--- config.mk ---
export PLATFORM = sky130hd
export DESIGN_NAME = ising_core_top
export DESIGN_NICKNAME = d
export VERILOG_FILES = /design/src/source/ising_pkg.sv /design/src/source/ising_apb_regs.sv /design/src/source/coupling_mem.sv /design/src/source/sweep_sequencer.sv /design/src/source/field_accumulate.sv /design/src/source/spin_decide.sv /design/src/source/ising_core_top.sv
export VERILOG_INCLUDE_DIRS = /design/src /design/src/source
export SDC_FILE = /design/constraint.sdc
export NUM_CORES = 1
export LEC_CHECK = 0
export BUFFER_PORTS_ARGS = -buffer_cell sky130_fd_sc_hd__buf_2
export CAP_MARGIN = 20
export CORE_MARGIN = 2
export CORE_UTILIZATION = 40
export CTS_CLUSTER_SIZE = 25
export DETAILED_ROUTE_END_ITERATION = 8
export SYNTH_ARGS = -nofsm -noshare
export SYNTH_HDL_FRONTEND = slang
export SYNTH_SLANG_ARGS = --single-unit
--- constraint.sdc ---
create_clock -name clk_i -period 21.6 [get_ports clk_i]
set_clock_uncertainty 0.1 [all_clocks]
set_input_delay 4.32 -clock clk_i [delete_from_list [all_inputs] [get_ports clk_i]]
set_output_delay 4.32 -clock clk_i [all_outputs]
set_load 0.005 [all_outputs]
--- src/source/ising_settings.svh ---
/* Ising annealer sizes, register map and reset values */

`ifndef ISING_SETTINGS_SVH
`define ISING_SETTINGS_SVH

// Array sizes
`define ISING_NUM_SPIN      8
`define ISING_J_BITS        4
`define ISING_H_BITS        4
`define ISING_FIELD_BITS    8
`define ISING_SWEEP_BITS    8

// APB bus
`define ISING_APB_ADDR_BITS 12
`define ISING_APB_DATA_BITS 32

// Register offsets
`define ISING_REG_CTRL      12'h000
`define ISING_REG_SWEEPS    12'h004
`define ISING_REG_SPIN      12'h008
`define ISING_REG_STATUS    12'h00C
`define ISING_REG_HBIAS     12'h010
`define ISING_REG_JROW_BASE 12'h040

// Register reset values
`define ISING_SWEEPS_RESET  8'h00
`define ISING_SPIN_RESET    8'h00
`define ISING_HBIAS_RESET   32'h0000_0000

`endif

--- src/source/ising_pkg.sv ---
/*
 * Ising annealer types: vector widths, APB structs,
 * pipeline payloads and the sequencer state
 */

`default_nettype none

`include "ising_settings.svh"

package ising_pkg;

    // Spin bit 1 is +1, bit 0 is -1
    typedef logic [`ISING_NUM_SPIN-1:0]                 spin_vec_t;
    typedef logic [$clog2(`ISING_NUM_SPIN)-1:0]         spin_idx_t;
    typedef logic [`ISING_NUM_SPIN*`ISING_J_BITS-1:0]   j_row_t;
    typedef logic [`ISING_NUM_SPIN*`ISING_H_BITS-1:0]   h_vec_t;
    typedef logic signed [`ISING_FIELD_BITS-1:0]        field_t;
    typedef logic [`ISING_SWEEP_BITS-1:0]               sweep_cnt_t;
    typedef logic [$clog2(`ISING_NUM_SPIN):0]           flip_cnt_t;

    ////////////////////////////////////////
    // APB
    ////////////////////////////////////////
    typedef struct packed {
        logic                            psel;
        logic                            penable;
        logic                            pwrite;
        logic [`ISING_APB_ADDR_BITS-1:0] paddr;
        logic [`ISING_APB_DATA_BITS-1:0] pwdata;
    } apb_req_t;

    typedef struct packed {
        logic [`ISING_APB_DATA_BITS-1:0] prdata;
        logic                            pready;
        logic                            pslverr;
    } apb_rsp_t;

    ////////////////////////////////////////
    // Pipeline payloads
    ////////////////////////////////////////
    typedef struct packed {
        logic                            valid;
        spin_idx_t                       row;
        j_row_t                          j_row;
        logic signed [`ISING_H_BITS-1:0] h;
        logic                            last;
    } fetch_item_t;

    typedef struct packed {
        logic      valid;
        spin_idx_t row;
        field_t    field;
        logic      last;
    } field_item_t;

    typedef enum logic [1:0] {
        SEQ_IDLE,
        SEQ_ISSUE,
        SEQ_DRAIN
    } seq_state_t;

endpackage

`default_nettype wire

--- src/source/ising_apb_regs.sv ---
/*
 * APB register slave of the Ising core: control, sweep count,
 * bias and spin registers, status and J row write forwarding
 */

`timescale 1ns/10ps
`default_nettype none

`include "ising_settings.svh"

module ising_apb_regs import ising_pkg::*; (
    input  logic       clk_i,
    input  logic       reset_i,
    input  apb_req_t   apb_req_i,
    input  logic       busy_i,
    input  logic       done_set_i,
    input  logic       spin_commit_valid_i,
    input  spin_vec_t  spin_commit_i,
    input  flip_cnt_t  flip_count_i,
    output apb_rsp_t   apb_rsp_o,
    output logic       start_o,
    output sweep_cnt_t sweeps_o,
    output spin_vec_t  spins_o,
    output h_vec_t     h_bias_o,
    output logic       j_wr_en_o,
    output spin_idx_t  j_wr_row_o,
    output j_row_t     j_wr_data_o,
    output logic       done_o
);

    logic access;
    logic wr_access;
    logic wr_allowed;
    logic hit_ctrl;
    logic hit_sweeps;
    logic hit_spin;
    logic hit_status;
    logic hit_hbias;
    logic hit_jrow;
    logic mapped;
    logic busy_err;
    logic [`ISING_APB_ADDR_BITS-1:0] jrow_off;

    sweep_cnt_t sweeps_q;
    spin_vec_t  spins_q;
    h_vec_t     h_bias_q;
    logic       done_q;
    flip_cnt_t  flips_q;

    ////////////////////////////////////////
    // Address decode
    ////////////////////////////////////////
    assign access    = apb_req_i.psel & apb_req_i.penable;
    assign wr_access = access & apb_req_i.pwrite;

    assign hit_ctrl   = (apb_req_i.paddr == `ISING_REG_CTRL);
    assign hit_sweeps = (apb_req_i.paddr == `ISING_REG_SWEEPS);
    assign hit_spin   = (apb_req_i.paddr == `ISING_REG_SPIN);
    assign hit_status = (apb_req_i.paddr == `ISING_REG_STATUS);
    assign hit_hbias  = (apb_req_i.paddr == `ISING_REG_HBIAS);

    // Addresses below the base wrap to a large offset and miss
    assign jrow_off = apb_req_i.paddr - `ISING_REG_JROW_BASE;
    assign hit_jrow = (jrow_off < 4 * `ISING_NUM_SPIN) && (jrow_off[1:0] == 2'b00);

    assign mapped   = hit_ctrl | hit_sweeps | hit_spin | hit_status | hit_hbias | hit_jrow;
    assign busy_err = busy_i & (hit_sweeps | hit_spin | hit_hbias | hit_jrow);

    // Config writes only land while the core is idle
    assign wr_allowed = wr_access & ~busy_i;

    assign start_o = wr_allowed & hit_ctrl & apb_req_i.pwdata[0];

    ////////////////////////////////////////
    // Read data and response
    ////////////////////////////////////////
    always_comb begin
        apb_rsp_o         = '0;
        apb_rsp_o.pready  = 1'b1;
        apb_rsp_o.pslverr = access & (~mapped | (apb_req_i.pwrite & busy_err));
        if (hit_sweeps) begin
            apb_rsp_o.prdata[`ISING_SWEEP_BITS-1:0] = sweeps_q;
        end
        if (hit_spin) begin
            apb_rsp_o.prdata[`ISING_NUM_SPIN-1:0] = spins_q;
        end
        if (hit_status) begin
            apb_rsp_o.prdata[0]    = busy_i;
            apb_rsp_o.prdata[1]    = done_q;
            apb_rsp_o.prdata[11:8] = flips_q;
        end
        if (hit_hbias) begin
            apb_rsp_o.prdata = h_bias_q;
        end
    end

    ////////////////////////////////////////
    // Registers
    ////////////////////////////////////////
    always_ff @(posedge clk_i) begin
        if (reset_i) begin
            sweeps_q <= `ISING_SWEEPS_RESET;
            spins_q  <= `ISING_SPIN_RESET;
            h_bias_q <= `ISING_HBIAS_RESET;
            done_q   <= 1'b0;
            flips_q  <= '0;
        end else begin
            if (wr_allowed && hit_sweeps) begin
                sweeps_q <= apb_req_i.pwdata[`ISING_SWEEP_BITS-1:0];
            end
            if (wr_allowed && hit_hbias) begin
                h_bias_q <= apb_req_i.pwdata;
            end
            // Sweep results, loaded once per sweep
            if (spin_commit_valid_i) begin
                spins_q <= spin_commit_i;
                flips_q <= flip_count_i;
            end else if (wr_allowed && hit_spin) begin
                spins_q <= apb_req_i.pwdata[`ISING_NUM_SPIN-1:0];
            end
            // Zero-sweep start sets done in the same edge
            if (done_set_i) begin
                done_q <= 1'b1;
            end else if (start_o) begin
                done_q <= 1'b0;
            end
        end
    end

    assign sweeps_o = sweeps_q;
    assign spins_o  = spins_q;
    assign h_bias_o = h_bias_q;
    assign done_o   = done_q;

    assign j_wr_en_o   = wr_allowed & hit_jrow;
    assign j_wr_row_o  = spin_idx_t'(jrow_off >> 2);
    assign j_wr_data_o = apb_req_i.pwdata;

endmodule

`default_nettype wire

--- src/source/coupling_mem.sv ---
/* Coupling row memory, one J row per entry, with a registered read port */

`timescale 1ns/10ps
`default_nettype none

module coupling_mem import ising_pkg::*; (
    input  logic      clk_i,
    input  logic      wr_en_i,
    input  spin_idx_t wr_row_i,
    input  j_row_t    wr_data_i,
    input  logic      rd_en_i,
    input  spin_idx_t rd_row_i,
    output j_row_t    rd_data_o
);

    j_row_t mem_q [2**$bits(spin_idx_t)];

    always_ff @(posedge clk_i) begin
        if (wr_en_i) begin
            mem_q[wr_row_i] <= wr_data_i;
        end
    end

    // Read data follows the enable by one cycle
    always_ff @(posedge clk_i) begin
        if (rd_en_i) begin
            rd_data_o <= mem_q[rd_row_i];
        end
    end

endmodule

`default_nettype wire

--- src/source/sweep_sequencer.sv ---
/*
 * Sweep sequencer: issues one J row per cycle, snapshots the spins
 * per sweep, counts sweeps and commits each sweep result
 */

`timescale 1ns/10ps
`default_nettype none

`include "ising_settings.svh"

module sweep_sequencer import ising_pkg::*; (
    input  logic        clk_i,
    input  logic        reset_i,
    input  logic        start_i,
    input  sweep_cnt_t  sweeps_i,
    input  spin_vec_t   spins_i,
    input  h_vec_t      h_bias_i,
    input  j_row_t      j_rd_data_i,
    input  logic        decide_done_i,
    input  spin_vec_t   next_spins_i,
    input  flip_cnt_t   flip_count_i,
    output logic        j_rd_en_o,
    output spin_idx_t   j_rd_row_o,
    output fetch_item_t fetch_o,
    output spin_vec_t   sweep_spins_o,
    output logic        busy_o,
    output logic        done_set_o,
    output logic        spin_commit_valid_o,
    output spin_vec_t   spin_commit_o,
    output flip_cnt_t   flip_count_o
);

    seq_state_t state_q;
    spin_idx_t  row_q;
    sweep_cnt_t sweeps_left_q;
    spin_vec_t  snapshot_q;
    logic       last_row;
    logic       last_sweep;
    logic       sweep_end;

    // Row tag, aligned with the memory read latency
    logic                            tag_valid_q;
    spin_idx_t                       tag_row_q;
    logic                            tag_last_q;
    logic signed [`ISING_H_BITS-1:0] tag_h_q;

    assign last_row   = (row_q == spin_idx_t'(`ISING_NUM_SPIN - 1));
    assign last_sweep = (sweeps_left_q == sweep_cnt_t'(1));
    assign sweep_end  = (state_q == SEQ_DRAIN) && decide_done_i;

    ////////////////////////////////////////
    // Sweep FSM
    ////////////////////////////////////////
    always_ff @(posedge clk_i) begin
        if (reset_i) begin
            state_q       <= SEQ_IDLE;
            row_q         <= '0;
            sweeps_left_q <= '0;
            snapshot_q    <= '0;
        end else begin
            case (state_q)
                SEQ_IDLE: begin
                    if (start_i && (sweeps_i != '0)) begin
                        state_q       <= SEQ_ISSUE;
                        row_q         <= '0;
                        sweeps_left_q <= sweeps_i;
                        snapshot_q    <= spins_i;
                    end
                end
                SEQ_ISSUE: begin
                    row_q <= row_q + 1'b1;
                    if (last_row) begin
                        state_q <= SEQ_DRAIN;
                    end
                end
                SEQ_DRAIN: begin
                    if (decide_done_i) begin
                        if (last_sweep) begin
                            state_q <= SEQ_IDLE;
                        end else begin
                            // Next sweep starts from this result
                            state_q       <= SEQ_ISSUE;
                            row_q         <= '0;
                            sweeps_left_q <= sweeps_left_q - 1'b1;
                            snapshot_q    <= next_spins_i;
                        end
                    end
                end
                default: state_q <= SEQ_IDLE;
            endcase
        end
    end

    ////////////////////////////////////////
    // Row fetch
    ////////////////////////////////////////
    assign j_rd_en_o  = (state_q == SEQ_ISSUE);
    assign j_rd_row_o = row_q;

    always_ff @(posedge clk_i) begin
        if (reset_i) begin
            tag_valid_q <= 1'b0;
        end else begin
            tag_valid_q <= j_rd_en_o;
        end
    end

    always_ff @(posedge clk_i) begin
        tag_row_q  <= row_q;
        tag_last_q <= last_row;
        tag_h_q    <= h_bias_i[row_q*`ISING_H_BITS +: `ISING_H_BITS];
    end

    always_comb begin
        fetch_o.valid = tag_valid_q;
        fetch_o.row   = tag_row_q;
        fetch_o.j_row = j_rd_data_i;
        fetch_o.h     = tag_h_q;
        fetch_o.last  = tag_last_q;
    end

    ////////////////////////////////////////
    // Status and commit
    ////////////////////////////////////////
    assign busy_o        = (state_q != SEQ_IDLE);
    assign sweep_spins_o = snapshot_q;

    // A start with zero sweeps finishes at once
    assign done_set_o = ((state_q == SEQ_IDLE) && start_i && (sweeps_i == '0)) ||
                        (sweep_end && last_sweep);

    assign spin_commit_valid_o = sweep_end;
    assign spin_commit_o       = next_spins_i;
    assign flip_count_o        = flip_count_i;

endmodule

`default_nettype wire

--- src/source/field_accumulate.sv ---
/* Local-field stage: h plus the signed J products of one row against the snapshot */

`timescale 1ns/10ps
`default_nettype none

`include "ising_settings.svh"

module field_accumulate import ising_pkg::*; (
    input  logic        clk_i,
    input  logic        reset_i,
    input  fetch_item_t fetch_i,
    input  spin_vec_t   sweep_spins_i,
    output field_item_t field_o
);

    field_t                          sum;
    field_t                          term;
    logic signed [`ISING_J_BITS-1:0] j_val;

    always_comb begin
        sum   = fetch_i.h;
        term  = '0;
        j_val = '0;
        for (int j = 0; j < `ISING_NUM_SPIN; j++) begin
            j_val = fetch_i.j_row[j*`ISING_J_BITS +: `ISING_J_BITS];
            term  = j_val;
            // Diagonal term does not couple a spin to itself
            if (j != int'(fetch_i.row)) begin
                if (sweep_spins_i[j]) begin
                    sum = sum + term;
                end else begin
                    sum = sum - term;
                end
            end
        end
    end

    always_ff @(posedge clk_i) begin
        if (reset_i) begin
            field_o <= '0;
        end else begin
            field_o.valid <= fetch_i.valid;
            field_o.row   <= fetch_i.row;
            field_o.field <= sum;
            field_o.last  <= fetch_i.last;
        end
    end

endmodule

`default_nettype wire

--- src/source/spin_decide.sv ---
/* Spin decision stage: sign rule per row, next vector build-up and flip count */

`timescale 1ns/10ps
`default_nettype none

module spin_decide import ising_pkg::*; (
    input  logic        clk_i,
    input  logic        reset_i,
    input  field_item_t field_i,
    input  spin_vec_t   sweep_spins_i,
    output logic        decide_done_o,
    output spin_vec_t   next_spins_o,
    output flip_cnt_t   flip_count_o
);

    spin_vec_t work_vec_q;
    flip_cnt_t work_cnt_q;
    spin_vec_t vec_next;
    flip_cnt_t cnt_next;
    logic      old_spin;
    logic      new_spin;

    always_comb begin
        old_spin = sweep_spins_i[field_i.row];
        // Zero field keeps the old spin
        if (field_i.field > 0) begin
            new_spin = 1'b1;
        end else if (field_i.field < 0) begin
            new_spin = 1'b0;
        end else begin
            new_spin = old_spin;
        end
        vec_next               = work_vec_q;
        vec_next[field_i.row]  = new_spin;
        cnt_next               = work_cnt_q + flip_cnt_t'(new_spin ^ old_spin);
    end

    always_ff @(posedge clk_i) begin
        if (reset_i) begin
            decide_done_o <= 1'b0;
            work_cnt_q    <= '0;
        end else begin
            decide_done_o <= field_i.valid & field_i.last;
            if (field_i.valid) begin
                work_cnt_q <= field_i.last ? '0 : cnt_next;
            end
        end
    end

    always_ff @(posedge clk_i) begin
        if (field_i.valid) begin
            work_vec_q <= vec_next;
            if (field_i.last) begin
                next_spins_o <= vec_next;
                flip_count_o <= cnt_next;
            end
        end
    end

endmodule

`default_nettype wire

--- src/source/ising_core_top.sv ---
/* Digital Ising annealer top: APB registers, J memory and the sweep pipeline */

`timescale 1ns/10ps
`default_nettype none

module ising_core_top import ising_pkg::*; (
    input  logic     clk_i,
    input  logic     reset_i,
    input  apb_req_t apb_req_i,
    output apb_rsp_t apb_rsp_o,
    output logic     done_o
);

    logic        start;
    sweep_cnt_t  sweeps;
    spin_vec_t   spins;
    h_vec_t      h_bias;
    logic        busy;
    logic        done_set;
    logic        spin_commit_valid;
    spin_vec_t   spin_commit;
    flip_cnt_t   commit_flips;

    logic        j_wr_en;
    spin_idx_t   j_wr_row;
    j_row_t      j_wr_data;
    logic        j_rd_en;
    spin_idx_t   j_rd_row;
    j_row_t      j_rd_data;

    fetch_item_t fetch;
    field_item_t field;
    spin_vec_t   sweep_spins;
    logic        decide_done;
    spin_vec_t   next_spins;
    flip_cnt_t   decide_flips;

    ////////////////////////////////////////
    // Registers and J memory
    ////////////////////////////////////////
    ising_apb_regs u_regs (
        .clk_i               (clk_i),
        .reset_i             (reset_i),
        .apb_req_i           (apb_req_i),
        .busy_i              (busy),
        .done_set_i          (done_set),
        .spin_commit_valid_i (spin_commit_valid),
        .spin_commit_i       (spin_commit),
        .flip_count_i        (commit_flips),
        .apb_rsp_o           (apb_rsp_o),
        .start_o             (start),
        .sweeps_o            (sweeps),
        .spins_o             (spins),
        .h_bias_o            (h_bias),
        .j_wr_en_o           (j_wr_en),
        .j_wr_row_o          (j_wr_row),
        .j_wr_data_o         (j_wr_data),
        .done_o              (done_o)
    );

    coupling_mem u_jmem (
        .clk_i     (clk_i),
        .wr_en_i   (j_wr_en),
        .wr_row_i  (j_wr_row),
        .wr_data_i (j_wr_data),
        .rd_en_i   (j_rd_en),
        .rd_row_i  (j_rd_row),
        .rd_data_o (j_rd_data)
    );

    ////////////////////////////////////////
    // Sweep pipeline
    ////////////////////////////////////////
    sweep_sequencer u_seq (
        .clk_i               (clk_i),
        .reset_i             (reset_i),
        .start_i             (start),
        .sweeps_i            (sweeps),
        .spins_i             (spins),
        .h_bias_i            (h_bias),
        .j_rd_data_i         (j_rd_data),
        .decide_done_i       (decide_done),
        .next_spins_i        (next_spins),
        .flip_count_i        (decide_flips),
        .j_rd_en_o           (j_rd_en),
        .j_rd_row_o          (j_rd_row),
        .fetch_o             (fetch),
        .sweep_spins_o       (sweep_spins),
        .busy_o              (busy),
        .done_set_o          (done_set),
        .spin_commit_valid_o (spin_commit_valid),
        .spin_commit_o       (spin_commit),
        .flip_count_o        (commit_flips)
    );

    field_accumulate u_accum (
        .clk_i         (clk_i),
        .reset_i       (reset_i),
        .fetch_i       (fetch),
        .sweep_spins_i (sweep_spins),
        .field_o       (field)
    );

    spin_decide u_decide (
        .clk_i         (clk_i),
        .reset_i       (reset_i),
        .field_i       (field),
        .sweep_spins_i (sweep_spins),
        .decide_done_o (decide_done),
        .next_spins_o  (next_spins),
        .flip_count_o  (decide_flips)
    );

endmodule

`default_nettype wire

# Word-level counts from Yosys, hierarchy flattened
# Memory sizes are Yosys's and may differ from the RTL's. A register that Yosys moved wholly into a read port is not among the register bits.
# Index checks and enable logic that the tools add are counted.
word_totals:
  wordCells: 168
  mem_count: 1
  input_bits: 49
  mem_bits_rw: 256
  register_bits: 121
  out_inout_bits: 35
classes:
  add_sub_neg: 20
  n_reduce_logical: 26
  n_mux: 52
  shifts: 1
  n_eq_ne: 19
  bitwise_logic: 22
  magnitude_cmp: 5
memory_table:
  columns: ["memory", "depth", "word_bits", "rd", "rd_ports_with_merged_regs", "write_ports", "line", "rtl"]
  rows:
  - ["u_jmem.mem_q", 8, 32, 1, 1, 1, "coupling_mem.sv:16", "j_row_t mem_q [2**$bits(spin_idx_t)];"]
ops:
  columns: ["operator", "count"]
  rows:
  - ["two-way mux 8 bit", 26]
  - ["adder 8 x 4 -> 8 bit", 7]
  - ["subtractor 8 x 4 -> 8 bit", 7]
  - ["two-way mux 32 bit", 1]
  - ["case mux 8 bit (2 select lines)", 2]
  - ["variable part select 32 x 6 -> 4 bit", 1]
  - ["== test 12 x 4 -> 1 bit (second input constant)", 2]
  - ["== test 12 x 3 -> 1 bit (second input constant)", 1]
  - ["== test 12 x 5 -> 1 bit (second input constant)", 1]
  - ["zero test 12 bit", 1]
  - ["less-than comparator 12 x 6 -> 1 bit (second input constant)", 1]
  - ["!= test 3 bit (first input constant)", 4]
  - ["subtractor 12 x 7 -> 12 bit (second input constant)", 1]
  - ["AND 1 bit", 10]
  - ["logical AND 1 bit", 10]
  - ["two-way mux 1 bit", 9]
  - ["two-way mux 3 bit", 3]
  - ["OR 1 bit", 9]
  - ["case mux 3 bit (3 select lines)", 1]
  - ["bitwise mux 8 bit", 1]
  - ["== test 8 x 1 -> 1 bit (second input constant)", 1]
  - ["> comparator 8 x 1 -> 1 bit (second input constant)", 1]
  - ["zero test 8 bit", 1]
  - ["less-than comparator 8 x 1 -> 1 bit (second input constant)", 1]
  - ["29 further kinds", 43]

# Depth between registers and ports, before layout
logic_depth:
  word_depth: 24
  mapped_depth: 46
  depth_no_buf: 46

# Hierarchy
# Synthesis repeated with hierarchy kept, for this count alone.
hier_totals:
  hier_cells: 1582
  hier_area_um2: 20811.2
by_module_without_submodules:
  columns: ["module", "area_per_inst_um2", "cells_per_inst", "seq_area_each_um2", "instances"]
  rows:
  - ["coupling_mem", 10786.6, 415, 8648.3, 1]
  - ["field_accumulate", 4037.6, 541, 260.2, 1]
  - ["ising_apb_regs", 2808.9, 308, 1061.0, 1]
  - ["sweep_sequencer", 2015.7, 226, 600.6, 1]
  - ["spin_decide", 1162.4, 92, 700.7, 1]

# Worst setup path before layout
# Ideal clock, no wire load.
synth_timing:
  kind: "input to output"
  start: "in apb_req_i[33] (netlist bit)"
  end: "out apb_rsp_o[2] (netlist bit)"
  n_path_buf: 0
  arrival_time_ns: 5.657
  required_ns: 17.180
  stages: 6
  setup_slack_ns: 11.523
  cell_sequence: "nor4_1 > and2_1 > nand2_1 > nor3b_2 > a22oi_1 > a31oi_1"
synth_rtl:
  columns: ["element", "line", "rtl"]
  rows:
  - ["from (decl)", "ising_core_top.sv:9", "input apb_req_t apb_req_i,"]
  - ["to (decl)", "ising_core_top.sv:10", "output apb_rsp_t apb_rsp_o,"]

==> results.cfg <==
[status]
outcome = finished clean

[worst_setup_path]
worstSetupPathType = in -> out
critPathMaxFanout = 21
r2r-end = u_accum.field_o[8]$_SDFF_PP0_
r2r_cells = 41
critPathRequiredTime_ns = 17.18
cp-start-kind = primary input
crit_path_end = apb_rsp_o[15]
critPathCaptureType = output port
rr_startpoint = u_jmem.rd_data_o[0]$_DFFE_PP_
crit_arrival_ns = 6.29
critPathLaunch = apb_req_i[33]
rrSetupSlack_ns = 11.66

[yosys]
synth_cell_types = 64
synth_most_common_cell = edfxtp_1
synth_fp_nets = 1640
synth_common_cells = 308 x edfxtp_1, 146 x nand2_1, 114 x nor2_1
ys_async_sr_fraction_pct = 0
ys_ff_latch = 409
synthTopCellsByArea = edfxtp_1 47%, dfxtp_1 10%, mux4_2 8.3%
syn_inst = 1510
synth-edff-count = 308
yosysWarnings = 0
yosysTopAreaCellShare_pct = 47.26
ys.flop_type = edfxtp_1
synth_area_um2 = 19570
yosysTopAreaCell = edfxtp_1
avgSynthCellArea_um2 = 12.96
ys_seq_area_share_pct = 57.59

[clocking]
cts.root.buffer_cell = clkbuf_16
hold_buffers = 0
post_cts_buffers = 0
cts_made_buffers = 42
htree_levels = 2
cts_tree = yes
clockBufferDepth = 3
cts_resized = 0
clk_latency_ns = 0.56
clock-sinks = 409
clk_transition_reported_paths_ns = 0.06

[die]
start_util_pct = 40.23
ioPinCount = 84
die_w_um = 225.2
die_area_um2 = 50710
dieHeight_um = 225.2
placementRows = 81
coreArea_um2 = 48650

[final_layout]
fin_nets = 1713
stdcell_count = 2237
layout-drive-gt1-share_pct = 21.42
n_antenna_cell = 0
area_growth_syn_to_layout_pct = 12.86

[power]
power_density_nw_per_um2 = 71.42
cellLeakagePower_uw = 0.007672
ir_drop_mv = 0.08075

[global_route]
antenna_found_initial = 3
gr-total-overflow = 0
grt_max_degree = 94
grt_pass1_wl_mm = 70.84
grt_pass1_vias = 11930
grt_usage_pct = 18.50

[sta]
setup_viol = 0
max_freq_ghz = 0.09339
tns_ns = 0
fin_crit_ns = 10.71
rsz0062_at_grt = no
timing.final.crit_share_pct = 49.58
whs_ns = 0.3437
tightest_slew_ns = 1.100
relSlewSlack_pct = 26.67
slew_viol_final = 0
finalHoldViolations = 0

[drt]
via_count = 12210
routed-wl-met2_mm = 21.61
drt_pre_antenna_iters = 6
via_per_inst = 5.459
wire_per_inst_um = 20.68
drt_wl_total_mm = 46.26
wl_met1_mm = 20.83
route.met3.wl_mm = 2.551
drtAntennaViolNets = 0
drtIter0Drc = 827
remaining_drc_errors = 0
routed.top_layer = met4

[placement]
dp_hpwl_mm = 29.94
io_buffers = 82
place_inst = 2159
gp_congestion = 0.8818

[hold_path]
hold_class = reg -> reg

[run]
cap_violations = 0
==> where the power goes <==
part	switching, µW	internal [µW]
logic	14.9	4.70
clock network	301	415
registers	0.144	842
total	316	1260
==> registers in the layout, indices dropped and copies added, names as in the netlist, 2 cells and up <==
signal / count
u_jmem.mem_q: 256
u_jmem.rd_data_o: 32
u_regs.h_bias_o: 32
u_accum.field_o: 13
u_decide.next_spins_o: 8
u_decide.work_vec_q: 8
u_regs.spins_o: 8
u_regs.sweeps_o: 8
u_seq.sweep_spins_o: 8
u_seq.sweeps_left_q: 8
u_decide.flip_count_o: 4
u_decide.work_cnt_q: 4
u_regs.flips_q: 4
u_seq.tag_h_q: 4
u_seq.j_rd_row_o: 3
u_seq.tag_row_q: 3
u_seq.state_q: 2
==> stage by stage <==
stage                     util (%)  setup slack (ns)  cell area, µm²  total power (µW)
after floorplan                  -             11.52           19570             864.7
after global placement       42.51             11.05           20680             878.0
after detailed placement     42.51             10.95           20680             878.6
after CTS                    45.32             10.95           22040              1591
after global routing         45.40             10.79           22090              1622
final                        45.40             10.89           22090              1578
==> cell usage in the layout, fill, tap and decap left out, types with 38 or more instances in the layout <==
cell type,synthesis,layout
inv_1,60,60
mux2i_1,38,38
o21ai_0,61,61
ha_1,73,73
mux4_2,72,72
dfxtp_1,101,98
mux2_2,73,73
nor2_1,114,107
nand2_1,146,146
buf_2,5,82
a21oi_1,80,80
edfxtp_1,308,308
clkbuf_16,0,44
==> worst max-delay path, stage by stage <==
cell and delay (ns):
buf_2 0.10, nor4_1 0.33, nand3_1 0.24, nor2_1 0.65, buf_4 0.35, and2_1 0.17
buf_2 0.11
==> layout make-up <==
cell class,count,area [µm²]
Tap cell,622,778.2
Clock buffer,56,1196
Fill cell,4401,26560
Inverter,62,232.7
Multi-Input combinational cell,965,7838
Timing Repair Buffer,103,595.6
Sequential cell,409,11280
Clock inverter,20,167.7
==> routing by layer <==
metal  vias up  GRT usage (%)
li1       5769              -
met1      6056          25.71
met2       317          29.74
met3        69          2.947
met4         0          6.024
met5         -              0
==> cells by family (layout without fill, tap and decap cells) <==
kind of cell / after synthesis / in the layout / synth area share, %
AOI/OAI and AO/OA: 246 / 246 / 7.793
xor gates and xnor gates: 44 / 44 / 2.186
adders and majority gates: 81 / 81 / 5.485
buffers and inverters: 136 / 241 / 2.717
DFF: 409 / 409 / 57.59
muxes: 183 / 183 / 14.43
other: 1 / 1 / 0.01916
and+or+nand+nor: 410 / 410 / 9.781
==> worst min-delay path by stage <==
stage / cells past startpoint / startpoint / to
floorplan: 0 / u_seq.j_rd_row_o[1]$_SDFFE_PP0P_ / u_seq.tag_row_q[1]$_DFF_P_
global placement: 1 / u_seq.tag_valid_q$_SDFF_PP0_ / u_accum.field_o[12]$_SDFF_PP0_
detailed placement: 1 / u_seq.tag_valid_q$_SDFF_PP0_ / u_accum.field_o[12]$_SDFF_PP0_
CTS: 1 / u_seq.tag_valid_q$_SDFF_PP0_ / u_accum.field_o[12]$_SDFF_PP0_
global route: 1 / u_seq.tag_valid_q$_SDFF_PP0_ / u_accum.field_o[12]$_SDFF_PP0_
finish: 1 / u_seq.tag_valid_q$_SDFF_PP0_ / u_accum.field_o[12]$_SDFF_PP0_
(Power assumes the default switching activity.)
